## config.mk

```make
export PLATFORM = sky130hd
export DESIGN_NAME = icache_ctrl_flat
export DESIGN_NICKNAME = d
export VERILOG_FILES = /design/src/common/icache_pkg.sv /design/src/common/icache_fill_if.sv /design/src/icache/icache_ctrl.sv /design/src/flat_wrapper.sv
export SDC_FILE = /design/constraint.sdc
export NUM_CORES = 1
export LEC_CHECK = 0
export BUFFER_PORTS_ARGS = -buffer_cell sky130_fd_sc_hd__buf_2
export CAP_MARGIN = 20
export CELL_PAD_IN_SITES_DETAIL_PLACEMENT = 0
export CELL_PAD_IN_SITES_GLOBAL_PLACEMENT = 1
export CORE_AREA = 3 3 205 207
export DETAILED_ROUTE_END_ITERATION = 6
export DIE_AREA = 0 0 208 210
export GPL_TIMING_DRIVEN = 0
export PLACE_DENSITY_LB_ADDON = 0.25
export SYNTH_ARGS = -nofsm -noshare
export SYNTH_HDL_FRONTEND = slang
export SYNTH_SLANG_ARGS = --single-unit
```

## constraint.sdc

```tcl
create_clock -name clk_i -period 4.2 [get_ports clk_i]
set_clock_uncertainty 0.15 [all_clocks]
set_input_delay 0.21 -clock clk_i [delete_from_list [all_inputs] [get_ports clk_i]]
set_output_delay 0.21 -clock clk_i [all_outputs]
set_load 0.005 [all_outputs]
```

## src/common/icache_pkg.sv

```systemverilog
`default_nettype none

package icache_pkg;

  // --------------------------------------------------
  // Cache geometry
  // --------------------------------------------------
  localparam int XLEN       = 32;
  localparam int BLOCK_SIZE = 16;                         // Bytes per line
  localparam int BURST_SIZE = BLOCK_SIZE / (XLEN / 8);    // Beats per line fill
  localparam int SETS       = 64;

  localparam int IDX_BITS   = $clog2(SETS);
  localparam int OFFS_BITS  = $clog2(BLOCK_SIZE);
  localparam int TAG_BITS   = XLEN - IDX_BITS - OFFS_BITS;
  localparam int BLK_BITS   = 8 * BLOCK_SIZE;
  localparam int WORD_BITS  = $clog2(BURST_SIZE);         // Word within line
  localparam int BYTE_BITS  = $clog2(XLEN / 8);           // Byte within word

  // Flat view goes to the bus, field view indexes the arrays
  typedef union packed {
    logic [XLEN-1:0] flat;
    struct packed {
      logic [TAG_BITS-1:0]  tag;
      logic [IDX_BITS-1:0]  idx;
      logic [WORD_BITS-1:0] word;
      logic [BYTE_BITS-1:0] byte_offs;
    } f;
  } icache_adr_t;

endpackage

`default_nettype wire

```

## src/common/icache_fill_if.sv

```systemverilog
`timescale 1ns/10ps
`default_nettype none

interface icache_fill_if import icache_pkg::*; ();

  logic                fill_o;      // One-cycle line write
  logic [IDX_BITS-1:0] fill_idx;
  logic [TAG_BITS-1:0] fill_tag;
  logic [BLK_BITS-1:0] fill_line;
  logic                inval_o;     // Clear all ways of one set
  logic [IDX_BITS-1:0] inval_idx;

  modport ctrl (
    output fill_o, fill_idx, fill_tag, fill_line, inval_o, inval_idx
  );

  modport mem (
    input  fill_o, fill_idx, fill_tag, fill_line, inval_o, inval_idx
  );

endinterface

`default_nettype wire

```

## src/icache/icache_ctrl.sv

```systemverilog
`timescale 1ns/10ps
`default_nettype none

module icache_ctrl
  import icache_pkg::*;
#(
  parameter int WAYS = 2
) (
  input  wire logic                clk_i,
  input  wire logic                rst_ni,
  input  wire logic                mem_req_i,
  input  wire logic [XLEN-1:0]     mem_adr_i,
  input  wire logic                mem_flush_i,
  input  wire logic                cache_flush_i,
  output logic                     mem_stall_o,
  output logic [XLEN-1:0]          parcel_o,
  output logic                     parcel_valid_o,
  output logic                     parcel_error_o,
  output logic [IDX_BITS-1:0]      rd_idx_o,
  input  wire logic                hit_i,
  input  wire logic [BLK_BITS-1:0] line_i,
  icache_fill_if.ctrl              fill,
  output logic                     fetch_req_o,
  output logic [XLEN-1:0]          fetch_adr_o,
  input  wire logic                fetch_done_i,
  input  wire logic                fetch_err_i,
  input  wire logic [BLK_BITS-1:0] fetch_line_i
);

  localparam logic [1:0] RUN     = 2'd0;
  localparam logic [1:0] FETCH   = 2'd1;
  localparam logic [1:0] FLUSH   = 2'd2;
  localparam logic [1:0] RECOVER = 2'd3;       // Drains the burst after a pipeline flush

  if (WAYS != 1 && WAYS != 2 && WAYS != 4) begin : g_ways_check
    $error("icache_ctrl: WAYS must be 1, 2 or 4");
  end

  icache_adr_t         setup_adr, tag_adr;
  logic                setup_vld, tag_vld;
  logic [1:0]          state_q, state_d;
  logic                flush_pend, flush_req, miss;
  logic [IDX_BITS-1:0] flush_cnt;
  logic [BLK_BITS-1:0] line_sel;

  assign miss      = tag_vld && !hit_i && !mem_flush_i;
  assign flush_req = cache_flush_i || flush_pend;

  // --------------------------------------------------
  // Hit stage FSM
  // --------------------------------------------------
  always_comb begin
    state_d        = state_q;
    mem_stall_o    = 1'b1;
    parcel_valid_o = 1'b0;
    case (state_q)
      RUN: begin
        mem_stall_o    = miss || flush_req;
        parcel_valid_o = tag_vld && hit_i && !mem_flush_i && !flush_req;
        if (miss)           state_d = FETCH;   // Miss wins over a cache flush
        else if (flush_req) state_d = FLUSH;
      end
      FETCH: begin
        mem_stall_o    = !fetch_done_i;
        parcel_valid_o = fetch_done_i && !mem_flush_i;
        if (fetch_done_i)     state_d = RUN;
        else if (mem_flush_i) state_d = RECOVER;
      end
      RECOVER: begin
        mem_stall_o = !fetch_done_i;
        if (fetch_done_i) state_d = RUN;
      end
      default: begin                         // FLUSH
        if (&flush_cnt) state_d = RUN;
      end
    endcase
  end

  always_ff @(posedge clk_i or negedge rst_ni) begin
    if (!rst_ni) begin
      state_q    <= RUN;
      flush_pend <= 1'b0;
      flush_cnt  <= '0;
      setup_vld  <= 1'b0;
      tag_vld    <= 1'b0;
    end else begin
      state_q    <= state_d;
      flush_pend <= flush_req && (state_d != FLUSH);  // Held while a fetch runs
      if (state_q == FLUSH) flush_cnt <= flush_cnt + 1'b1;
      if (mem_flush_i) begin
        setup_vld <= 1'b0;
        tag_vld   <= 1'b0;
      end else if (!mem_stall_o) begin
        setup_vld <= mem_req_i;
        tag_vld   <= setup_vld;
      end
    end
  end

  // Setup and tag stage addresses
  always_ff @(posedge clk_i) begin
    if (!mem_stall_o && !mem_flush_i) begin
      setup_adr.flat <= mem_adr_i;
      tag_adr        <= setup_adr;
    end
  end

  assign rd_idx_o = setup_adr.f.idx;

  // --------------------------------------------------
  // Parcel, fetch and array writes
  // --------------------------------------------------
  assign line_sel       = (state_q == RUN) ? line_i : fetch_line_i;
  assign parcel_o       = line_sel[tag_adr.f.word*XLEN +: XLEN];
  assign parcel_error_o = (state_q == FETCH) && fetch_err_i;

  assign fetch_req_o = (state_q == FETCH) || (state_q == RECOVER);
  assign fetch_adr_o = {tag_adr.flat[XLEN-1:OFFS_BITS], {OFFS_BITS{1'b0}}};  // Line base

  assign fill.fill_o    = fetch_req_o && fetch_done_i && !fetch_err_i;
  assign fill.fill_idx  = tag_adr.f.idx;
  assign fill.fill_tag  = tag_adr.f.tag;
  assign fill.fill_line = fetch_line_i;
  assign fill.inval_o   = (state_q == FLUSH);
  assign fill.inval_idx = flush_cnt;

  // Request and line address both stay put until the burst ends
  a_fetch_held : assert property (
    @(posedge clk_i) disable iff (!rst_ni)
    fetch_req_o && !fetch_done_i |=> fetch_req_o && $stable(fetch_adr_o)
  );

  // A flushed set cannot hit, so no parcel in the first cycle back in RUN either
  a_no_parcel_flush : assert property (
    @(posedge clk_i) disable iff (!rst_ni)
    (state_q == FLUSH || $past(state_q) == FLUSH) |-> !parcel_valid_o
  );

endmodule

`default_nettype wire

```

## src/flat_wrapper.sv

```systemverilog
// flat-port wrapper written by rule: the top's interface ports become plain ports
module icache_ctrl_flat import icache_pkg::*;
#(
  parameter int WAYS = 2
)
  (clk_i, rst_ni, mem_req_i, mem_adr_i, mem_flush_i, cache_flush_i, mem_stall_o, parcel_o, parcel_valid_o, parcel_error_o, rd_idx_o, hit_i, line_i, fetch_req_o, fetch_adr_o, fetch_done_i, fetch_err_i, fetch_line_i, fill_fill_o, fill_fill_idx, fill_fill_tag, fill_fill_line, fill_inval_o, fill_inval_idx);
  icache_fill_if fill_i ();
  input  wire logic clk_i;
  input  wire logic rst_ni;
  input  wire logic mem_req_i;
  input  wire logic [XLEN-1:0] mem_adr_i;
  input  wire logic mem_flush_i;
  input  wire logic cache_flush_i;
  output logic mem_stall_o;
  output logic [XLEN-1:0] parcel_o;
  output logic parcel_valid_o;
  output logic parcel_error_o;
  output logic [IDX_BITS-1:0] rd_idx_o;
  input  wire logic hit_i;
  input  wire logic [BLK_BITS-1:0] line_i;
  output logic fetch_req_o;
  output logic [XLEN-1:0] fetch_adr_o;
  input  wire logic fetch_done_i;
  input  wire logic fetch_err_i;
  input  wire logic [BLK_BITS-1:0] fetch_line_i;
  output wire logic [$bits(fill_i.fill_o)-1:0] fill_fill_o;
  output wire logic [$bits(fill_i.fill_idx)-1:0] fill_fill_idx;
  output wire logic [$bits(fill_i.fill_tag)-1:0] fill_fill_tag;
  output wire logic [$bits(fill_i.fill_line)-1:0] fill_fill_line;
  output wire logic [$bits(fill_i.inval_o)-1:0] fill_inval_o;
  output wire logic [$bits(fill_i.inval_idx)-1:0] fill_inval_idx;
  assign fill_fill_o = fill_i.fill_o;
  assign fill_fill_idx = fill_i.fill_idx;
  assign fill_fill_tag = fill_i.fill_tag;
  assign fill_fill_line = fill_i.fill_line;
  assign fill_inval_o = fill_i.inval_o;
  assign fill_inval_idx = fill_i.inval_idx;
  icache_ctrl #(.WAYS(WAYS)) u_core (.clk_i(clk_i), .rst_ni(rst_ni), .mem_req_i(mem_req_i), .mem_adr_i(mem_adr_i), .mem_flush_i(mem_flush_i), .cache_flush_i(cache_flush_i), .mem_stall_o(mem_stall_o), .parcel_o(parcel_o), .parcel_valid_o(parcel_valid_o), .parcel_error_o(parcel_error_o), .rd_idx_o(rd_idx_o), .hit_i(hit_i), .line_i(line_i), .fill(fill_i), .fetch_req_o(fetch_req_o), .fetch_adr_o(fetch_adr_o), .fetch_done_i(fetch_done_i), .fetch_err_i(fetch_err_i), .fetch_line_i(fetch_line_i));
endmodule
```

# Word-level counts from Yosys, hierarchy flattened
# Cells that the tools add are included.
[word_totals]
input_bits = 296
word_cells = 51
ramBits = 0
ff_bits = 75
output_inout_bits = 238
rom_bits = 0
memories = 0
latch_bits = 0
[classes]
n_addsub = 1
multipliers = 0
div = 0
n_eq_ne = 5
order_cmp = 0
bitwise_logic = 0
n_reduce_logical = 23
shifts = 1
n_mux = 14
[ops]
columns = ["operator", "count"]
rows = [
  ["$mux W128", 1],
  ["$shiftx A128 B8 Y32", 1],
  ["$mux W2", 6],
  ["$logic_and A1 B1 Y1", 11],
  ["$add A6 B1 Y6 const B", 1],
  ["$logic_not A1 Y1", 6],
  ["$pmux W2 S3", 1],
  ["$reduce_and A6 Y1", 1],
  ["$eq A2 B2 Y1 const B", 2],
  ["$mux W1", 4],
  ["$ne A2 B2 Y1 const B", 2],
  ["$pmux W1 S2", 2],
  ["$logic_or A1 B1 Y1", 3],
  ["$eq A2 B1 Y1 const B", 1],
  ["$logic_not A2 Y1", 1],
  ["$reduce_or A2 Y1", 1],
]

# Depth between registers and ports, before layout
[depth]
depth_word = 7
depth_mapped = 9
mapped_depth_nobuf = 6

# Worst setup path after synthesis
# No wires, ideal clock.
[synth_timing]
path_type = "reg-to-reg"
startpoint = "register u_core.state_q[0]"
endpoint = "register u_core.setup_adr[10] in the netlist's numbering, enable pin"
period_less_slack_ns = 4.466
stages_incl_launch_ff = 10
arrival_time_ns = 3.838
path_slack_ns = -0.266
path_buffers = 3
t_required_ns = 3.572
cell_sequence = "dfrtp_1 -> buf_6 -> nor2_4 -> buf_12 -> buf_12 -> a22oi_2 -> inv_2 -> nor3_2 -> inv_2 -> nor2_1"
[synth_between]
elab_chain_len = 5
elab_cells_between_ends = 7
[synth_lines]
columns = ["element", "line_no", "rtl"]
rows = [
  ["start: declaration", "icache_ctrl.sv:41", "logic [1:0] state_q, state_d;"],
  ["start signal: assignment", "icache_ctrl.sv:87", "state_q <= state_d;"],
  ["$eq A2 B2 Y1 or $eq A2 B1 Y1 (tied branches)", "icache_ctrl.sv:56", "case (state_q)"],
  ["$reduce_or A2 Y1 (no line)", "-", ""],
  ["$pmux W1 S2 *", "icache_ctrl.sv:56", ""],
  ["via mem_stall_o", "flat_wrapper.sv:14", "output logic mem_stall_o;"],
  ["$logic_not A1 Y1 *", "-", ""],
  ["$logic_and A1 B1 Y1 *", "icache_ctrl.sv:102", "if (!mem_stall_o && !mem_flush_i) begin"],
  ["end: declaration", "icache_ctrl.sv:39", "icache_adr_t setup_adr, tag_adr;"],
]
# The timed path passes the listed nets; every way through them passes the cells marked *.
# A chain may end at the register's enable or synchronous reset.

# Worst setup path in the final report
[layout_timing]
startpoint = "register u_core.tag_adr[2] in the netlist's numbering"
endpoint = "output parcel_o[20]"
[layout_between]
elab_chain_len = 1
[layout_lines]
columns = ["element", "line_no", "rtl"]
rows = [
  ["start: declaration", "icache_ctrl.sv:39", ""],
  ["start signal: assignment", "icache_ctrl.sv:104", "tag_adr <= setup_adr;"],
  ["$shiftx A128 B8 Y32", "icache_ctrl.sv:114", "assign parcel_o = line_sel[tag_adr.f.word*XLEN +: XLEN];"],
  ["end: declaration", "flat_wrapper.sv:15", "output logic [XLEN-1:0] parcel_o;"],
]
# Every way passes these cells.

==> impl_metrics.csv <==
group,metric,value,unit
clock_network,clk_latency,0.33,ns
critical_path,reg2reg_slack,1.28,ns
placement,dp.cells,1486,
final_layout,area_growth,67.37,%
sta,finalHoldViolations,0,
critical_path,cp_num_buf_inv,3,
clock_network,clockRootBuffer,"clkbuf_16",
power,max-vdd-ir-drop,0.1740,mV
clock_network,numCtsBuffers,9,
sta,min_period,3.007,ns
critical_path,r2r_start,"u_core.state_q[0]",
final_layout,finalNonFillerCells,1539,
logic_synthesis,synth_seq_cells,71,
critical_path,crit_path_max_incr_delay,0.63,ns
sta,final_max_slew_viol_count,0,
critical_path,critPathLaunchType,"flip-flop",
logic_synthesis,syn-instance-count,423,
clock_network,cts_hold_buf,33,
logic_synthesis,synth_cell_types,34,
worst_hold_path,holdPathStages,4,
sta,fmax,332.5,MHz
floorplan,core-area,40550,µm²
route,route.detailed.drc,0,
global_route,grt_pass1_wl,40510,µm
clock_network,cts_setup_buffers,0,
floorplan,io-pin-count,534,
power,p_sw,957.8,µW
logic_synthesis,yosysSeqAreaShare,0.3522,
power,p_leak,4.780,nW
power,p_seq_frac,0.298,
floorplan,die_h,210,µm
floorplan,initial_core_util,0.1454,
run_status,run_status,"finished clean",
worst_hold_path,holdCritStartpoint,"fetch_done_i",
power,p_int,2.199,mW
power,power_density,319.8,nW/µm²
critical_path,cp_common_cell,"clkbuf_1",
critical_path,arrival,2.65,ns
sta,worst_slack,1.193,ns
critical_path,critPathTopFamily,"buffers and inverters",
flow_run,maxCapViolCount,0,
route,drtIter0Drc,157,
sta,rsz0062_at_grt,"false",
critical_path,slowest_stage,"clkbuf_1",
placement,io_buffers,527,
sta,finalSetupViolations,0,
placement,dpl_cell_area,9239,µm²
logic_synthesis,synth_area,5897,µm²
route,wl_per_cell,19.36,µm
placement,place_ws,1.111,ns
logic_synthesis,syn_area_per_cell,13.94,µm²
sta,final.period_utilization,0.7160,
critical_path,reg2reg_to,"u_core.setup_adr[29]",
global_route,antenna_found_initial,18,
sta,whs,0.09061,ns
power,comb_power_share,0.465,
clock_network,cts_tree,"yes",
power,finalPower,3.157,mW
floorplan,die_x,208,µm
clock_network,htree_levels,3,
worst_hold_path,hp-class,"in2reg",
power,clockPowerShare,0.237,
logic_synthesis,ys.warnings.count,0,
route,first_pass_iters,4,
global_route,grt_max_degree,35,
sta,setup_tns,0,ns
clock_network,cts_buffer_depth,2,
critical_path,cp_cell_sequence,"clkbuf_1 -> clkbuf_1 -> mux4_1 -> mux2_2 -> buf_2",
worst_hold_path,whs_endpoint,"u_core.state_q[0]",
clock_network,clock_sinks,71,
critical_path,ff2ff_path_depth,10,
final_layout,fin_util,0.2434,
critical_path,worstSetupPathType,"reg2out",
critical_path,worst-path-stages,5,
power,swShare,0.3034,
final_layout,n_fill_cell,4467,
floorplan,die_area,43680,µm²
floorplan,rows,74,
global_route,grt_pass1_vias,5686,
global_route,groute.usage.overall,0.1286,
critical_path,critPathMaxFanout,10,
clock_network,cts.clk_slew.worst_paths,0.06,ns
critical_path,cp.required,3.84,ns
clock_network,cts_resized,0,
final_layout,fin_nets,1295,
sta,tightest_slew,0.8734,ns
global_route,grt_overflow,0,
critical_path,cp-end-kind,"primary output",
route,routed_via_density,3.597,
final_layout,final_cell_area,9869,µm²
sta,relSlewSlack,0.4163,
route,vias,5536,
route,wl,29790,µm
final_layout,layout-drive-gt1-share,0.8184,
route,postRouteAntennaNets,0,
placement,place_congestion,0.8690,
placement,place_hpwl,26440,µm
[worst max path at each step]
stage	startpoint	end
6_report	u_core.tag_adr[2]	parcel_o[20]
5_1_grt	u_core.state_q[1]	u_core.setup_adr[29]
4_1_cts	u_core.tag_adr[2]	parcel_o[13]
3_5_place_dp	u_core.state_q[0]	u_core.setup_adr[21]
3_3_place_gp	u_core.state_q[0]	u_core.tag_adr[21]
2_1_floorplan	u_core.state_q[0]	u_core.setup_adr[10]
[power groups by stage]
| stage | clock network, mW | logic (mW) | registers (mW) |
|---|---|---|---|
| detailed placement | 0 | 1.49 | 0.956 |
| finish | 0.747 | 1.47 | 0.942 |
| global placement | 0 | 1.47 | 0.963 |
| floorplan | 0 | 0.871 | 0.944 |
| CTS | 0.784 | 1.51 | 0.944 |
| global route | 0.815 | 1.59 | 0.954 |
[placed cells by master, fill, tap and decap left out, types with 2 or more instances in the layout]
| cell type | Yosys | layout |
|---|---|---|
| inv_2 | 2 | 2 |
| xnor2_1 | 3 | 3 |
| mux2_2 | 33 | 33 |
| buf_2 | 2 | 529 |
| nand2b_1 | 3 | 3 |
| clkinv_2 | 0 | 3 |
| clkinv_4 | 0 | 2 |
| mux2i_1 | 2 | 2 |
| nor2_4 | 1 | 2 |
| clkbuf_1 | 11 | 11 |
| buf_6 | 2 | 2 |
| a21oi_1 | 3 | 3 |
| nor2_1 | 5 | 4 |
| mux4_1 | 29 | 29 |
| dfrtp_1 | 11 | 11 |
| nand2_1 | 4 | 4 |
| edfxtp_1 | 60 | 60 |
| diode_2 | 0 | 5 |
| conb_1 | 1 | 4 |
| buf_12 | 5 | 6 |
| mux4_2 | 35 | 35 |
| buf_4 | 194 | 194 |
| dlygate4sd3_1 | 0 | 33 |
| clkbuf_16 | 0 | 9 |
| xor2_1 | 2 | 2 |
| nand4_1 | 2 | 2 |
[metal layers]
| layer | up-vias | wire length [µm] | track usage |
|---|---|---|---|
| met5 | - | 11 | 0 |
| met4 | 2 | 552 | 0.02930 |
| met3 | 40 | 2012 | 0.02530 |
| met2 | 308 | 15870 | 0.2434 |
| met1 | 2634 | 11340 | 0.1497 |
| li1 | 2552 | - | - |
[logic make-up (layout without fill, tap and decap cells)]
kind of cell / Yosys count / count (layout) / share of synthesized area
other cells: 1 / 9 / 0.0006359
xor+xnor: 5 / 5 / 0.007428
buf+inv: 218 / 794 / 0.2790
mux: 99 / 99 / 0.3293
compound gates: 6 / 6 / 0.007426
simple gates: 22 / 22 / 0.02186
flops: 71 / 71 / 0.3522
fa+ha+maj: 1 / 1 / 0.002121
[synthesized netlist by cell type (all sizes together)]
library cell,n,share of area
clkbuf,11,0.0070
buf,204,0.27
a211oi,1,0.0013
edfxtp,60,0.31
nor3,2,0.0025
mux2,33,0.063
a21oi,3,0.0025
inv,3,0.0019
a22oi,1,0.0021
nor2,6,0.0051
nor3b,1,0.0013
and3b,1,0.0015
mux4,64,0.26
ha,1,0.0021
xor2,2,0.0030
or2,1,0.0011
nand4b,1,0.0015
nand4,2,0.0021
nand2b,3,0.0032
o22a,1,0.0015
conb,1,0.00064
xnor2,3,0.0045
nand2,4,0.0025
dfrtp,11,0.047
nor2b,1,0.0011
mux2i,2,0.0034
[tightest hold or removal path, stage by stage]
cell and delay (ns):
buf_2 0.12, inv_1 0.06, a22oi_2 0.08, inv_2 0.07
[registers in the layout, summed over array words and instances, names as in the netlist]
register,count
u_core.state_q,2
u_core.setup_adr,30
u_core.tag_adr,30
u_core.tag_vld,1
u_core.setup_vld,1
u_core.fill.inval_idx,6
u_core.flush_pend,1
[area by class of cell]
type / count / area [µm²] / share of cell area
diodes: 5 / 12.51 / 0.001268
plain buffers: 215 / 1634 / 0.1656
clock buffers: 9 / 225.2 / 0.02282
clock inverters: 6 / 62.56 / 0.006339
inverters: 3 / 11.26 / 0.001141
multi-input cells: 137 / 2193 / 0.2222
flip-flops and latches: 71 / 2077 / 0.2104
well taps: 532 / 665.6 / 0.06744
repair buffers: 561 / 2988 / 0.3027
Note: power is estimated with default switching activity, not from simulation.
