`config.mk`:
```
export PLATFORM = sky130hd
export DESIGN_NAME = icache_biu_ctrl
export DESIGN_NICKNAME = d
export VERILOG_FILES = /design/src/common/icache_pkg.sv /design/src/icache/icache_biu_ctrl.sv
export SDC_FILE = /design/constraint.sdc
export NUM_CORES = 1
export LEC_CHECK = 0
export ABC_CLOCK_PERIOD_IN_PS = 4800
export BUFFER_PORTS_ARGS = -buffer_cell sky130_fd_sc_hd__buf_2
export CELL_PAD_IN_SITES_DETAIL_PLACEMENT = 0
export CELL_PAD_IN_SITES_GLOBAL_PLACEMENT = 2
export CORE_MARGIN = 2
export CORE_UTILIZATION = 35
export DETAILED_ROUTE_END_ITERATION = 8
export PLACE_DENSITY = 0.92
export SLEW_MARGIN = 10
export SYNTH_ARGS = -nofsm -noshare
export SYNTH_HDL_FRONTEND = slang
export SYNTH_SLANG_ARGS = --single-unit
```
`constraint.sdc`:
```
create_clock -name clk_i -period 4.8 [get_ports clk_i]
set_input_delay 0.72 -clock clk_i [delete_from_list [all_inputs] [get_ports clk_i]]
set_output_delay 0.72 -clock clk_i [all_outputs]
set_load 0.01 [all_outputs]
```
`src/common/icache_pkg.sv`:
```
`default_nettype none

package icache_pkg;

  // --------------------------------------------------
  // Cache geometry
  // --------------------------------------------------
  localparam int XLEN       = 32;
  localparam int BLOCK_SIZE = 16;                         // Bytes per line
  localparam int BURST_SIZE = BLOCK_SIZE / (XLEN / 8);    // Beats per line fill
  localparam int SETS       = 64;

  localparam int IDX_BITS   = $clog2(SETS);
  localparam int OFFS_BITS  = $clog2(BLOCK_SIZE);
  localparam int TAG_BITS   = XLEN - IDX_BITS - OFFS_BITS;
  localparam int BLK_BITS   = 8 * BLOCK_SIZE;
  localparam int WORD_BITS  = $clog2(BURST_SIZE);         // Word within line
  localparam int BYTE_BITS  = $clog2(XLEN / 8);           // Byte within word

  // Flat view goes to the bus, field view indexes the arrays
  typedef union packed {
    logic [XLEN-1:0] flat;
    struct packed {
      logic [TAG_BITS-1:0]  tag;
      logic [IDX_BITS-1:0]  idx;
      logic [WORD_BITS-1:0] word;
      logic [BYTE_BITS-1:0] byte_offs;
    } f;
  } icache_adr_t;

endpackage

`default_nettype wire

```
`src/icache/icache_biu_ctrl.sv`:
```
`timescale 1ns/10ps
`default_nettype none

module icache_biu_ctrl
  import icache_pkg::*;
(
  input  wire logic            clk_i,
  input  wire logic            rst_ni,
  input  wire logic            fetch_req_i,
  input  wire logic [XLEN-1:0] fetch_adr_i,
  output logic                 fetch_done_o,
  output logic                 fetch_err_o,
  output logic [BLK_BITS-1:0]  fetch_line_o,
  output logic                 biu_stb_o,
  output logic [XLEN-1:0]      biu_adri_o,
  input  wire logic            biu_stb_ack_i,
  input  wire logic            biu_ack_i,
  input  wire logic            biu_err_i,
  input  wire logic [XLEN-1:0] biu_q_i
);

  localparam logic [1:0] IDLE  = 2'd0;
  localparam logic [1:0] REQ   = 2'd1;
  localparam logic [1:0] BEATS = 2'd2;
  localparam int         CNT_BITS = $clog2(BURST_SIZE);

  logic [1:0]          state_q;
  logic [CNT_BITS-1:0] beat_cnt;
  logic                err_q, done_q, start;
  logic [BLK_BITS-1:0] line_q;
  logic [XLEN-1:0]     adr_q;

  // Request is still high in the done cycle, so don't restart then
  assign start = (state_q == IDLE) && fetch_req_i && !done_q;

  always_ff @(posedge clk_i or negedge rst_ni) begin
    if (!rst_ni) begin
      state_q  <= IDLE;
      beat_cnt <= '0;
      err_q    <= 1'b0;
      done_q   <= 1'b0;
    end else begin
      done_q <= 1'b0;
      case (state_q)
        IDLE: if (start) begin
          state_q  <= REQ;
          beat_cnt <= '0;
          err_q    <= 1'b0;
        end
        REQ: if (biu_stb_ack_i) state_q <= BEATS;
        BEATS: if (biu_ack_i) begin
          beat_cnt <= beat_cnt + 1'b1;
          err_q    <= err_q || biu_err_i;    // Sticky over the whole line
          if (&beat_cnt) begin
            state_q <= IDLE;
            done_q  <= 1'b1;
          end
        end
        default: state_q <= IDLE;
      endcase
    end
  end

  // Beats arrive in address order from the line base
  always_ff @(posedge clk_i) begin
    if (start) adr_q <= fetch_adr_i;
    if (state_q == BEATS && biu_ack_i) line_q[beat_cnt*XLEN +: XLEN] <= biu_q_i;
  end

  assign biu_stb_o    = (state_q == REQ);
  assign biu_adri_o   = adr_q;
  assign fetch_done_o = done_q;
  assign fetch_err_o  = err_q;
  assign fetch_line_o = line_q;

  a_no_ack_idle : assert property (
    @(posedge clk_i) disable iff (!rst_ni) state_q == IDLE |-> !biu_ack_i
  );

endmodule

`default_nettype wire

```
Word level (Yosys, flattened, before mapping). Index checks and enable logic that the tools add are counted.

Register bits after elaboration: 166. Input bits: 70. Output and inout bits: 163. Word-level logic and storage cells: 41.

Add/subtract/negate cells: 2. Equality and inequality tests: 6. Shift operators: 2. Muxes and demuxes: 15. Reductions and logical operators: 10.

Operators with widths (count): $bwmux 128 (1); $shift 32x34->128 const A (1); $shiftx 32x34->128 (1); $neg 7->34 (1); $mux 2 (6); $ne 2x2->1 const B (3); $pmux 2 s3 (1); $mux 1 (5); $pmux 2 s2 (1); $reduce_and 4->1 (1); $logic_and 1x1->1 (3); $reduce_and 3->1 (1); $add 2x1->2 const B (1); $eq 2x1->1 const B (1); $eq 2x2->1 const B (1); $logic_not 2->1 (1); $ne 2x1->1 const B (1); $pmux 1 s2 (1); $reduce_and 2->1 (1); $reduce_bool 2->1 (1); $logic_not 1->1 (1); $logic_or 1x1->1 (1).

Depth between registers and ports, before layout. Gate-level depths: netlist (run 1).

Word-level depth: 5. Mapped depth: 7.

Least setup slack after synthesis (run 1). Ideal clock, no wire load.

Path type: input to register. From: in fetch_req_i. To: reg beat_cnt[0]. Setup time: 0.125 ns. Data arrival time: 3.117 ns. Required time: 4.675 ns. Setup slack: 1.558 ns. Cell stages on the path: 3. Buffers on the path: 0. Path through: nor4b_2 > nor2_1 > mux2_2.

Longest elaborated chain between the ends: 4.

Ends and longest elaborated chain: from (decl) (RTL line icache_biu_ctrl.sv:9) `input wire logic fetch_req_i,`; $logic_and 1x1->1 (2 in a row) (RTL line icache_biu_ctrl.sv:34) `assign start = (state_q == IDLE) && fetch_req_i && !done_q;`; $ne 2x2->1 (no source line); $reduce_and 3->1 (no source line); to (signal assigned) (RTL line icache_biu_ctrl.sv:52) `beat_cnt <= beat_cnt + 1'b1;`; to (decl) (RTL line icache_biu_ctrl.sv:28) `logic [CNT_BITS-1:0] beat_cnt;`.

Every way passes these cells. A chain may end at the register's enable or synchronous reset.

Final worst setup path (run 1).
From: reg beat_cnt[0]. To: reg line_q[82], in the netlist fetch_line_o[82], data pin.

Longest elaborated chain between the ends: 3.

Ends and longest elaborated chain: $neg 7->34 (*) (RTL line icache_biu_ctrl.sv:67) `if (state_q == BEATS && biu_ack_i) line_q[beat_cnt*XLEN +: XLEN] <= biu_q_i;`; $shiftx 32x34->128 or $shift 32x34->128 (tied branches) (RTL line icache_biu_ctrl.sv:67); $bwmux 128 (*) (RTL line icache_biu_ctrl.sv:67); to (signal, indexed assignment) (RTL line icache_biu_ctrl.sv:67); to (decl) (RTL line icache_biu_ctrl.sv:30) `logic [BLK_BITS-1:0] line_q;`.

Mark *: on every way between the ends. The rest lies on a longest branch, timed or not.

==> results of run 1 <==
critical path, cell delays in order, from the launching register on:
cell and delay (ns):
sky130_fd_sc_hd__dfrtp_1 0.48, sky130_fd_sc_hd__inv_2 0.14, sky130_fd_sc_hd__ha_1 0.45, sky130_fd_sc_hd__or3b_1 0.54, sky130_fd_sc_hd__nor2_4 0.52, sky130_fd_sc_hd__and2_1 0.21
metal layers:
layer	global-route usage	vias to the layer above	share of wire
met5	0	-	0.00070
met2	0.261	149	0.49
li1	-	1701	-
met3	0.0486	27	0.076
met4	0.0689	2	0.024
met1	0.186	1778	0.41
sequential cells by signal (all words and copies together), names as in the netlist:
register / flops
fetch_line_o: 128
biu_adri_o: 32
beat_cnt: 2
fetch_err_o: 1
state_q: 2
fetch_done_o: 1
cell usage after synthesis, types with 2 or more instances:
library cell               number
sky130_fd_sc_hd__clkbuf_1       9
sky130_fd_sc_hd__nand2b_1       6
sky130_fd_sc_hd__ha_1           5
sky130_fd_sc_hd__and2_1       115
sky130_fd_sc_hd__dfrtp_1        6
sky130_fd_sc_hd__inv_1          2
sky130_fd_sc_hd__nand3b_1       2
sky130_fd_sc_hd__buf_4          2
sky130_fd_sc_hd__nor2_1        20
sky130_fd_sc_hd__nand2_1        3
sky130_fd_sc_hd__edfxtp_1     160
report_power, final:
part / total, mW / switching (mW) / leakage (nW) / internal (mW)
Sequential: 1.88 / 0.0580 / 1.61 / 1.82
Combinational: 0.765 / 0.478 / 1.44 / 0.287
Clock: 1.39 / 0.564 / 0.293 / 0.823
Total: 4.03 / 1.10 / 3.34 / 2.93
final cells by class:
cell class	instances	area, sq um	share of cell area
clock buffers	17	425	0.0526
inverters	3	11.3	0.00139
flip-flops and latches	166	4950	0.612
well taps	225	282	0.0348
repair buffers	233	1170	0.144
clock inverters	14	176	0.0218
multi-input cells	164	1070	0.132
diodes	1	2.50	0.000309
final timing paths:
check                      depth (start not counted)                to            start  slack, ns
min reg2reg                                        2       fetch_err_o      fetch_err_o       0.50
min in group clk_i                                 1    biu_adri_o[11]  fetch_adr_i[11]       0.47
max in group asynchronous                          1      fetch_done_o           rst_ni       4.55
max                                                5  fetch_line_o[82]      beat_cnt[0]       2.31
min                                                1        state_q[1]           rst_ni       0.11
max reg2reg                                        5  fetch_line_o[82]      beat_cnt[0]       2.31
logic make-up (layout without fill, tap and decap cells):
kind of cell    count (synthesis)  count (layout)
fa+ha+maj                       5               5
simple gates                  155             155
buf+inv                        15             267
flops                         166             166
other cells                     0               1
compound gates                  3               3
mux                             1               1
per-stage QoR:
stage          area, sq um  instances  hold WS (ns)  power, mW  setup WS [ns]
2_1_floorplan         6060        345         0.424       2.37           1.56
3_3_place_gp          7490        791         0.478       2.65           2.42
3_5_place_dp          7490        791         0.490       2.69           2.30
4_1_cts               8090        822        0.0921       4.07           2.29
5_1_grt               8090        822        0.0984       4.20           2.13
6_report              8090        823         0.108       4.03           2.31
==> impl_summary.md, run 1 <==
STA
The clock tree skew after final layout is 0.00658 ns. The final-report hold violation count is 0. The final max-slew violation count is 0.

The final total negative setup slack is 0 ns. The final period demand of the worst path is 2.49 ns. Timing would allow up to 402 MHz. The worst-case headroom to the max-slew limit is 0.291. Setup violations remaining at the end of the flow were counted as 0. Setup repair after global routing left no endpoint under its margin. The slew of the pin with the lowest slew margin is 1.06 ns. Dividing the final minimum period by the clock period gives 0.518.

Clocking
The clock passes through at most 2 buffers. The clock transition at the registers of the reported paths is 0.06 ns. The CTS tree is built. The number of H-tree levels is 4. The number of buffers inserted by hold repair at cts is 0. The TritonCTS sink count is 166. The clock latency of the later-clocked register in the worst-skew pair is 0.42 ns. After clock tree synthesis, the repair step resized 0 gates. The master cell of the clock root buffer is sky130_fd_sc_hd__clkbuf_16. Buffers inserted during clock tree synthesis total 17.

After clock tree synthesis, the setup repair step added 0 buffers.

Die
233 I/O pins were placed. The floorplan step defined a die boundary enclosing roughly 0.018 sq mm. The die width is 136 microns. The floorplan has 48 rows.

Measured along the y axis, the die boundary spans 136 microns. The initial utilization of the core area, before any placement, comes to 0.354. The placeable core region is 0.0171 sq mm.

Finish
The fill cell total of the finished layout is 1484. Leaving out fill and tap cells, the most frequent cells in the layout are sky130_fd_sc_hd__buf_2 (232), sky130_fd_sc_hd__edfxtp_1 (160), sky130_fd_sc_hd__and2_1 (111). Leaving out fill and tap cells, the most frequent cell in the layout is sky130_fd_sc_hd__buf_2.

Relative to the synthesized area, the layout overhead comes to 33.4%. In the final design database the tool counted 660 nets. For this run, the share of the core covered by cells in the final layout is 0.473. The ratio of cells with drive above 1 in the final layout is 0.456.

Yosys
Yosys attributes the largest share of cell area to sky130_fd_sc_hd__edfxtp_1 (79%), sky130_fd_sc_hd__and2_1 (12%), sky130_fd_sc_hd__dfrtp_1 (2.5%). The number of warnings reported in the yosys synthesis log is 0. Of the total synthesized cell area, the portion taken by full adders, half adders and majority gates is 0.0103. The compound-cell area share of the yosys netlist came to 0.00351. The dominant register cell in the synthesized netlist is sky130_fd_sc_hd__edfxtp_1. Counting flops with a built-in enable in the synthesized netlist gives 160.

The synthesized-area fraction occupied by xor and xnor cells is 0. The synthesized-area fraction occupied by and/or/nand/nor cells is 0.157. The register bit total from synthesis is 166. sky130_fd_sc_hd__edfxtp_1 takes more of the synthesized area than any other cell.

The number of distinct library cells after synthesis is 26. After synthesis, the share of flip-flops with an asynchronous set or reset is 0.0361. The synthesized area is 0.00606 sq mm. Of the post-synthesis cell area, the dominant cell type holds 0.792.

The share of synthesized area occupied by flip-flops and latches is 0.817. The net count after synthesis is 420. The post-synthesis instance total is 345. By area, the combinational part of the netlist is dominated by simple AND/OR/NAND/NOR gates. The fraction of synthesized area in multiplexers is 0.00186. The average instance in the mapped netlist occupies roughly 18 sq um.

Power
The power density of the placed cells is 498 mW/mm^2. The peak ir drop on the vdd network is 0.218 mV. Summed over all cells, the static leakage comes to 3.34 nW.

Routing
The number of design-rule violations left by the first detailed-router iteration is 225. In the routed design, unresolved DRC markers number 0. In the final routed layout, each cell accounts on average for between 15 and 20 microns.

The first detailed-routing pass took 4 iterations. The routed wire length is about 14000 microns. Dividing the detail-routed via count by the number of cells gives about 4.4. The via count is 3657.

The final antenna-violating net count is 0.

Hold path
The path class of the tightest hold or removal check is input pin to asynchronous set/reset pin.

GRT
The initial antenna violation count came to 1. Entering global routing, the biggest net connects 36 pins. The via count of the first global-routing pass is 3745. The total congestion overflow is 0.

For this run, the total global-route usage over all layers was measured as 0.156. The first-pass GRT wire length is 20900 microns.

Placed design
The placed wire-length estimate after detailed placement is between 10000 and 15000 microns. The count of buffers added on input and output ports is about 230. The congestion estimate from routability-driven global placement came to 0.758.

Worst setup path
Along the worst path, the maximum fanout reaches 26. The worst setup path is launched from a flip-flop. Data on the critical path arrives at its endpoint at about 2.8 ns. The data required time at the worst endpoint is approximately 5 ns. The element type at the critical path end is a flip-flop.

The type of the worst setup path is flip-flop to flip-flop.

Job
Across the run, the number of max-cap violations was 0.

Run status
The run finished with clean final reports.
Power figures use the tool's default switching activity.
==> inputs of run 2 (changes only) <==
--- a/config.mk
+++ b/config.mk
@@ -5,14 +5,14 @@
 export SDC_FILE = /design/constraint.sdc
 export NUM_CORES = 1
 export LEC_CHECK = 0
-export ABC_CLOCK_PERIOD_IN_PS = 4800
+export ABC_CLOCK_PERIOD_IN_PS = 2560
 export BUFFER_PORTS_ARGS = -buffer_cell sky130_fd_sc_hd__buf_2
 export CELL_PAD_IN_SITES_DETAIL_PLACEMENT = 0
 export CELL_PAD_IN_SITES_GLOBAL_PLACEMENT = 2
 export CORE_MARGIN = 2
-export CORE_UTILIZATION = 35
+export CORE_UTILIZATION = 33
 export DETAILED_ROUTE_END_ITERATION = 8
-export PLACE_DENSITY = 0.92
+export PLACE_DENSITY = 0.88
 export SLEW_MARGIN = 10
 export SYNTH_ARGS = -nofsm -noshare
 export SYNTH_HDL_FRONTEND = slang
==> constraint.sdc (replaced) <==
create_clock -name clk_i -period 2.56 [get_ports clk_i]
set_input_delay 0.384 -clock clk_i [delete_from_list [all_inputs] [get_ports clk_i]]
set_output_delay 0.384 -clock clk_i [all_outputs]
set_load 0.01 [all_outputs]
==> run 2 against run 1 <==
  * Sequential share of layout area fell by 1.4 points
  * Non-clock buffer count rose by 13
  * Via count grew 2.4%
  * Clock power rose by 100%
  * Worst hold slack gained 0.029 ns
  * Cell count up 2.1%
==> impl_summary.md, run 2 (synthesized netlist as in run 1, its figures left out) <==
Run status
The run finished with clean final reports.

Clocking
For this design, the sink count on the clock tree is approximately 170. TritonCTS built the clock tree. The clock buffer count from CTS is 17. After clock tree synthesis, the repair step resized 0 gates. The master cell of the clock root buffer is sky130_fd_sc_hd__clkbuf_16. The number of H-tree levels is 4. Once the clock tree was built, the setup fixing pass inserted 0 buffers. After clock tree synthesis, the flow added hold-fix buffers numbering 1. The clock transition at the registers of the reported paths is 0.07 ns. In this run the deepest clock path goes through 2 buffers.

The clock latency of the later-clocked register in the worst-skew pair is 0.42 ns.

Placed design
Before CTS, the worst setup slack after placement is roughly 0.28 ns. Detailed placement finished with a half-perimeter wire length of 10700 microns. The total instance count after detailed placement is between 800 and 900.

The count of buffers from port buffering is 232. The final weighted congestion in routability-driven placement is approximately 0.79.

STA
The worst path in the final design needs a cycle of approximately 2.3 ns, including I/O delays and setup. The worst-case headroom to the max-slew limit is 0.652. The final-report hold violation count is 0.

Across all hold checks on the routed design, the worst slack comes to 0.137 ns. The least setup slack across all paths after layout is 0.271 ns. The timing-limited maximum frequency is 437 MHz. The final total negative setup slack is 0 ns. The slew of the pin with the lowest slew margin is 0.522 ns. The final number of setup-violating endpoints is 0.

The final max-slew violation count is 0. The fraction of the cycle the final worst path needs is 0.894. Setup repair after global routing left no endpoint under its margin. The clock arrives with ~0.007 ns of skew.

Power
VDD sags by at most 0.442 mV. The static leakage is ~3.4 nW. In this run the power density over the cells is 950 mW/mm^2.

Worst setup path
In this run the worst path has a maximum fanout of 26. STA classifies the critical path endpoint as a flip-flop. Data on the critical path arrives at its endpoint at 2.58 ns. The cell at the slowest stage of the critical path is sky130_fd_sc_hd__or3b_1. The critical path in this run is classified as flip-flop to flip-flop.

The critical path goes through inv_2 -> ha_1 -> or3b_1 -> nor2_4 -> buf_4 -> and2_1. STA classifies the critical path startpoint as a flip-flop. STA puts the critical path data required time at 2.85 ns.

In this design, the stage delay of the slowest critical-path cell is 0.53 ns. Among cell families on the critical path, the largest total delay comes from simple AND/OR/NAND/NOR gates. The critical path contains buffers and inverters numbering 2 combined.

GRT
The met1 track utilization from global routing is 0.177. The peak-usage layer in the global routing report is met2. For this run, the total global-route usage over all layers was measured as 0.154. The initial antenna violation count is 0.

The first-pass GRT wire length is 22300 microns. For met3 alone, demand over resource in global routing was 0.0406. The via count of the first global-routing pass is 3992. The largest net degree at the start of global routing is 36.

The total congestion overflow is 0. For this run, global-route usage on met2 was measured as 0.271.

Die
The die width is 140 microns. The placeable core region is 0.0180 sq mm. In this run the core area contains 49 standard-cell rows. The I/O pin count is 233. The initial cell density of the core is 0.336.

The overall die height is 140 microns. The die outline area is 0.0195 sq mm.

Routing
The routed wire length is about 15000 microns. The final route contains around 3700 vias. Dividing the detail-routed wire length by the instance count gives 17.5 microns.

The average vias per placed instance is 4.46. The total iterations of the first detailed-routing run is 4. After the first detailed-routing iteration, the DRC count stood at 220. The DRC violation count after routing is 0.

The final antenna-violating net count is 0.

Finish
The final net count is approximately 670. The repair_antennas step left the layout with diodes totalling 0. After the flow finishes, the layout carries non-filler instances totaling 840.

In the final layout, the share of cells above drive strength 1 is 0.470. The register with the most flip-flops in the layout has 128 of them. Leaving out fill and tap cells, the most frequent cell in the layout is sky130_fd_sc_hd__buf_2. Leaving out fill and tap cells, the most frequent cells in the layout are sky130_fd_sc_hd__buf_2 (232), sky130_fd_sc_hd__edfxtp_1 (160), sky130_fd_sc_hd__and2_1 (111). The signed area change from the synthesized netlist to the final layout is 36.6%.

Hold path
The worst hold-check path type is input pin to flip-flop.

Job
The max capacitance violation total is 0.
-- run 2: cell types whose count changed in the layout (fill, tap and decap cells not counted), sizes merged --
| cell | delta |
|---|---|
| clkinv | -2 |
| buf | +12 |
| bufinv | +2 |
| diode | -1 |
| dlygate4sd3 | +1 |
| inv | +1 |
-- run 2: routing by layer --
metal	vias to the layer above	part of all wire
li1	1732	-
met1	1851	0.40
met2	140	0.52
met3	21	0.060
met4	0	0.022
met5	-	0
-- run 2: path summary, 6_finish.rpt --
| kind | start | endpoint | slack, ns | cells after the start |
|---|---|---|---|---|
| max reg2reg | beat_cnt[0] | fetch_line_o[65] | 0.27 | 6 |
| max | beat_cnt[0] | fetch_line_o[65] | 0.27 | 6 |
| max in group asynchronous | rst_ni | state_q[0] | 2.08 | 2 |
| min in group asynchronous | rst_ni | beat_cnt[1] | 0.33 | 2 |
| min reg2reg | fetch_err_o | fetch_err_o | 0.53 | 2 |
| min | fetch_adr_i[4] | biu_adri_o[4] | 0.14 | 1 |
-- run 2: metrics by stage --
stage	util	total power [mW]	cell area [sq um]
2_1_floorplan	-	4.46	6070
3_3_place_gp	0.422	5.05	7610
3_5_place_dp	0.422	5.13	7610
4_1_cts	0.460	7.98	8290
5_1_grt	0.460	8.24	8290
6_report	0.460	7.87	8290
-- run 2: final cells by class --
| class | instances | area (sq um) |
|---|---|---|
| fillers | 1632 | 9740 |
| flip-flops and latches | 166 | 4950 |
| repair buffers | 246 | 1290 |
| multi-input cells | 164 | 1070 |
| clock buffers | 17 | 425 |
| well taps | 229 | 287 |
| clock inverters | 15 | 243 |
| inverters | 3 | 11.3 |
-- run 2: power by group --
| part | total (mW) | switching (mW) | internal [mW] |
|---|---|---|---|
| Combinational | 1.50 | 0.905 | 0.598 |
| Sequential | 3.53 | 0.113 | 3.42 |
| Clock | 2.84 | 1.08 | 1.76 |
| Total | 7.87 | 2.09 | 5.77 |
-- run 2: worst register-to-register path: cells and delay by family, from the launching register on --
family,cells,cell delay (ns)
buffers and inverters,2,0.40
DFF,1,0.48
and+or+nand+nor,3,0.83
adders and majority gates,1,0.45
==> inputs of run 3 (changes only) <==
--- a/config.mk
+++ b/config.mk
@@ -5,14 +5,14 @@
 export SDC_FILE = /design/constraint.sdc
 export NUM_CORES = 1
 export LEC_CHECK = 0
-export ABC_CLOCK_PERIOD_IN_PS = 2560
+export ABC_CLOCK_PERIOD_IN_PS = 2100
 export BUFFER_PORTS_ARGS = -buffer_cell sky130_fd_sc_hd__buf_2
 export CELL_PAD_IN_SITES_DETAIL_PLACEMENT = 0
 export CELL_PAD_IN_SITES_GLOBAL_PLACEMENT = 2
 export CORE_MARGIN = 2
-export CORE_UTILIZATION = 33
+export CORE_UTILIZATION = 30
 export DETAILED_ROUTE_END_ITERATION = 8
-export PLACE_DENSITY = 0.88
+export PLACE_DENSITY = 0.84
 export SLEW_MARGIN = 10
 export SYNTH_ARGS = -nofsm -noshare
 export SYNTH_HDL_FRONTEND = slang
==> constraint.sdc (replaced) <==
create_clock -name clk_i -period 2.1 [get_ports clk_i]
set_input_delay 0.315 -clock clk_i [delete_from_list [all_inputs] [get_ports clk_i]]
set_output_delay 0.315 -clock clk_i [all_outputs]
set_load 0.01 [all_outputs]
==> run 3 against run 2 <==
  * Sequential share of layout area fell by 0.099 points
  * Non-clock buffer count rose by 4
  * Critical path type unchanged
  * Cell count rose by 5.4%
  * Routed wire length rose by 2.0%
  * Sequential power rose by 21%
  * Clock power rose by 12%
  * Clock skew rose by 0.00087 ns
  * Critical endpoint is now fetch_line_o[73]
  * Register-to-register slack got worse by 0.14 ns
  * Maximum frequency rose by 16%
  * First-iteration DRC count rose by 7.7%
  * Count of clock-buffer cells in the layout did not move
==> impl_summary.md, run 3 (synthesized netlist as in run 1, its figures left out) <==
STA
The final period demand of the worst path is between 1.5 and 2 ns. The final max-slew violation count is 0. Setup repair after global routing left no endpoint under its margin. The worst slack on hold paths is 0.0696 ns. The timing-limited maximum frequency is ~510 MHz. Setup violations remaining at the end of the flow were counted as 0.

In the finished design, the share of the clock period the worst path needs comes to 0.937. The final-report hold violation count is 0. In the post-route analysis, the smallest setup slack over all paths is 0.132 ns. The final total negative setup slack is 0 ns. For the final database, setup skew stands at 0.00789 ns. For the pin with the worst max-slew slack, the measured transition is ~0.66 ns.

The worst-case headroom to the max-slew limit is 0.556.

GRT
The largest net degree at the start of global routing is 35. The via count of the first global-routing pass was 3814. For this run, the total global-route usage over all layers was measured as 0.141.

The initial antenna violation count was 0. After global routing the overflow that remains totals 0. The first global-routing pass estimated 22500 microns of wire.

Routing
After detailed routing, the number of remaining DRC violations is 0. The first detailed-routing pass ran for 4 iterations. The final layout contains routed wiring with a total length of 15000 microns. In this run, the number of DRC markers left after iteration 0 of detailed routing was ~240.

In the routed layout, each cell is associated on average with a via count of about 4.2. The final antenna-violating net count is 0. The via count is 3742. The average wire per standard cell is 16.9 microns.

Placed design
The placed wire-length estimate after detailed placement is 10900 microns. The placed instance area is between 0.007 and 0.008 sq mm. The count of buffers from port buffering is 232. The congestion estimate from routability-driven global placement came to about 0.77. Before CTS, the worst setup slack after placement is -0.0144 ns.

Die
The I/O pin count is 233. The floorplan step defined a die boundary enclosing between 0.02 and 0.025 sq mm. For this configuration, the core starts out at a cell density of 0.303. The die is 146 microns wide.

The die is 146 microns tall. The number of rows created at floorplan is 52. The placeable core region is 0.0200 sq mm.

Finish
Once layout is done, the placed cells without fillers occupy 0.00830 sq mm. The register cell area after layout is 0.00495 sq mm. The most common library cell in the layout ignoring fill and taps is sky130_fd_sc_hd__buf_2. The register with the most flip-flops in the layout has 128 of them. The area used by multi-input combinational logic is 0.00109 sq mm. The final net count is 678. Compared with the post-synthesis result, the final layout area differs by 36.8%.

In the final layout, the share of cells above drive strength 1 is 0.475. The library cells used most frequently in the layout, excluding fill and tap cells, are sky130_fd_sc_hd__buf_2 (232), sky130_fd_sc_hd__edfxtp_1 (160), sky130_fd_sc_hd__and2_1 (111). 0 antenna diodes ended up in the layout. The fill cell total of the finished layout is 1877.

Clocking
Clock tree synthesis inserted a total of 17 buffers. For the worst-skew pair, the clock arrives at the later sink with an insertion delay of 0.41 ns. The tree is rooted in a sky130_fd_sc_hd__clkbuf_16.

The clock transition at the registers of the reported paths is 0.07 ns. The clock passes through at most 2 buffers. The TritonCTS sink count is around 170.

TritonCTS built the clock tree. The H-tree was split into 4 levels.

Worst setup path
Traced cell by cell, the critical path runs through inv_1 -> ha_2 -> or3b_1 -> nor2_4 -> buf_6 -> and2_1. The kind of launch point of the worst setup path is a flip-flop. Data on the critical path is required at its endpoint by 2.38 ns. The arrival time of the worst setup path is 2.25 ns. Following the worst setup path forward leads to its endpoint at fetch_line_o[73]. STA classifies the critical path endpoint as a flip-flop. The worst register-to-register path has a setup slack of 0.13 ns.

The cell at the slowest stage of the critical path is sky130_fd_sc_hd__or3b_1. The reg-to-reg startpoint is beat_cnt[1]. The number of cells on the worst reg-to-reg path is 6. The endpoint identified for the worst register-to-register timing path is fetch_line_o[73]. The type of the worst setup path is flip-flop to flip-flop. The critical-path maximum fanout is 26.

On the worst path, the slowest cell contributes a delay of 0.43 ns. The critical path starts at beat_cnt[1].

Job
The max capacitance violation total is 0.

Power
The total design power is 9.44 mW. Power spread over the standard cell area amounts to about 1100 mW/mm^2. The static leakage is around 3.4 nW. The peak ir drop on the vdd network is roughly 0.55 mV.

Hold path
The worst hold path belongs to the class input pin to flip-flop.

Run status
The run finished with clean final reports.
[run 3: cell types whose count changed in the layout (fill, tap and decap cells not counted), sizes merged]
| cell | change |
|---|---|
| inv | -1 |
| nor3b | +1 |
| bufinv | -2 |
| buf | +4 |
| clkinvlp | +2 |
[run 3: what timing repair did]
action                                  CTS  global route
endpoints found under the hold margin     6             0
resized for setup                         1             2
gates cloned                              1             0
setup buffers                             0             0
endpoints found under the setup margin   26            26
hold buffers                              1             0
pin swaps                                 0             0
[run 3: final cells by class]
type	count	share of cell area
inverter	3	0.00136
clock inverter	14	0.0211
clock buffer	17	0.0513
sequential	166	0.597
multi-input combinational	165	0.132
timing repair buffer	250	0.157
tap	270	0.0407
[run 3: critical path, delay by kind of cell (launching register included)]
family | cells | cell delay [ns]
AND/OR/NAND/NOR | 3 | 0.70
flip-flops | 1 | 0.42
adder cells (fa/ha/maj) | 1 | 0.40
buffers and inverters | 2 | 0.31
[run 3: metrics by stage]
stage,std cells,util
floorplan,345,-
global placement,852,0.382
detailed placement,852,0.382
CTS,885,0.414
global route,885,0.414
finish,885,0.414
[run 3: worst min path at each step]
stage / start / to / slack, ns / cells after the start
final: fetch_adr_i[14] / biu_adri_o[14] / 0.07 / 1
after detailed placement: rst_ni / state_q[1] / 0.16 / 1
after floorplan: rst_ni / beat_cnt[0] / 0.02 / 0
after global placement: rst_ni / fetch_err_o / 0.15 / 1
after CTS: fetch_adr_i[14] / biu_adri_o[14] / 0.05 / 1
after global routing: fetch_adr_i[0] / biu_adri_o[0] / 0.04 / 1
[run 3: metal layers]
metal / GRT usage / vias to the layer above / routed length, microns
met5: 0 / - / 0
li1: - / 1737 / -
met1: 0.172 / 1846 / 6250
met2: 0.240 / 142 / 7580
met3: 0.0413 / 17 / 926
met4: 0.0451 / 0 / 223
[run 3: power by group]
part           total, mW  internal (mW)  switching (mW)
Clock               3.17           1.88            1.29
Sequential          4.28           4.16           0.117
Combinational       1.99          0.792            1.19
Total               9.44           6.83            2.60
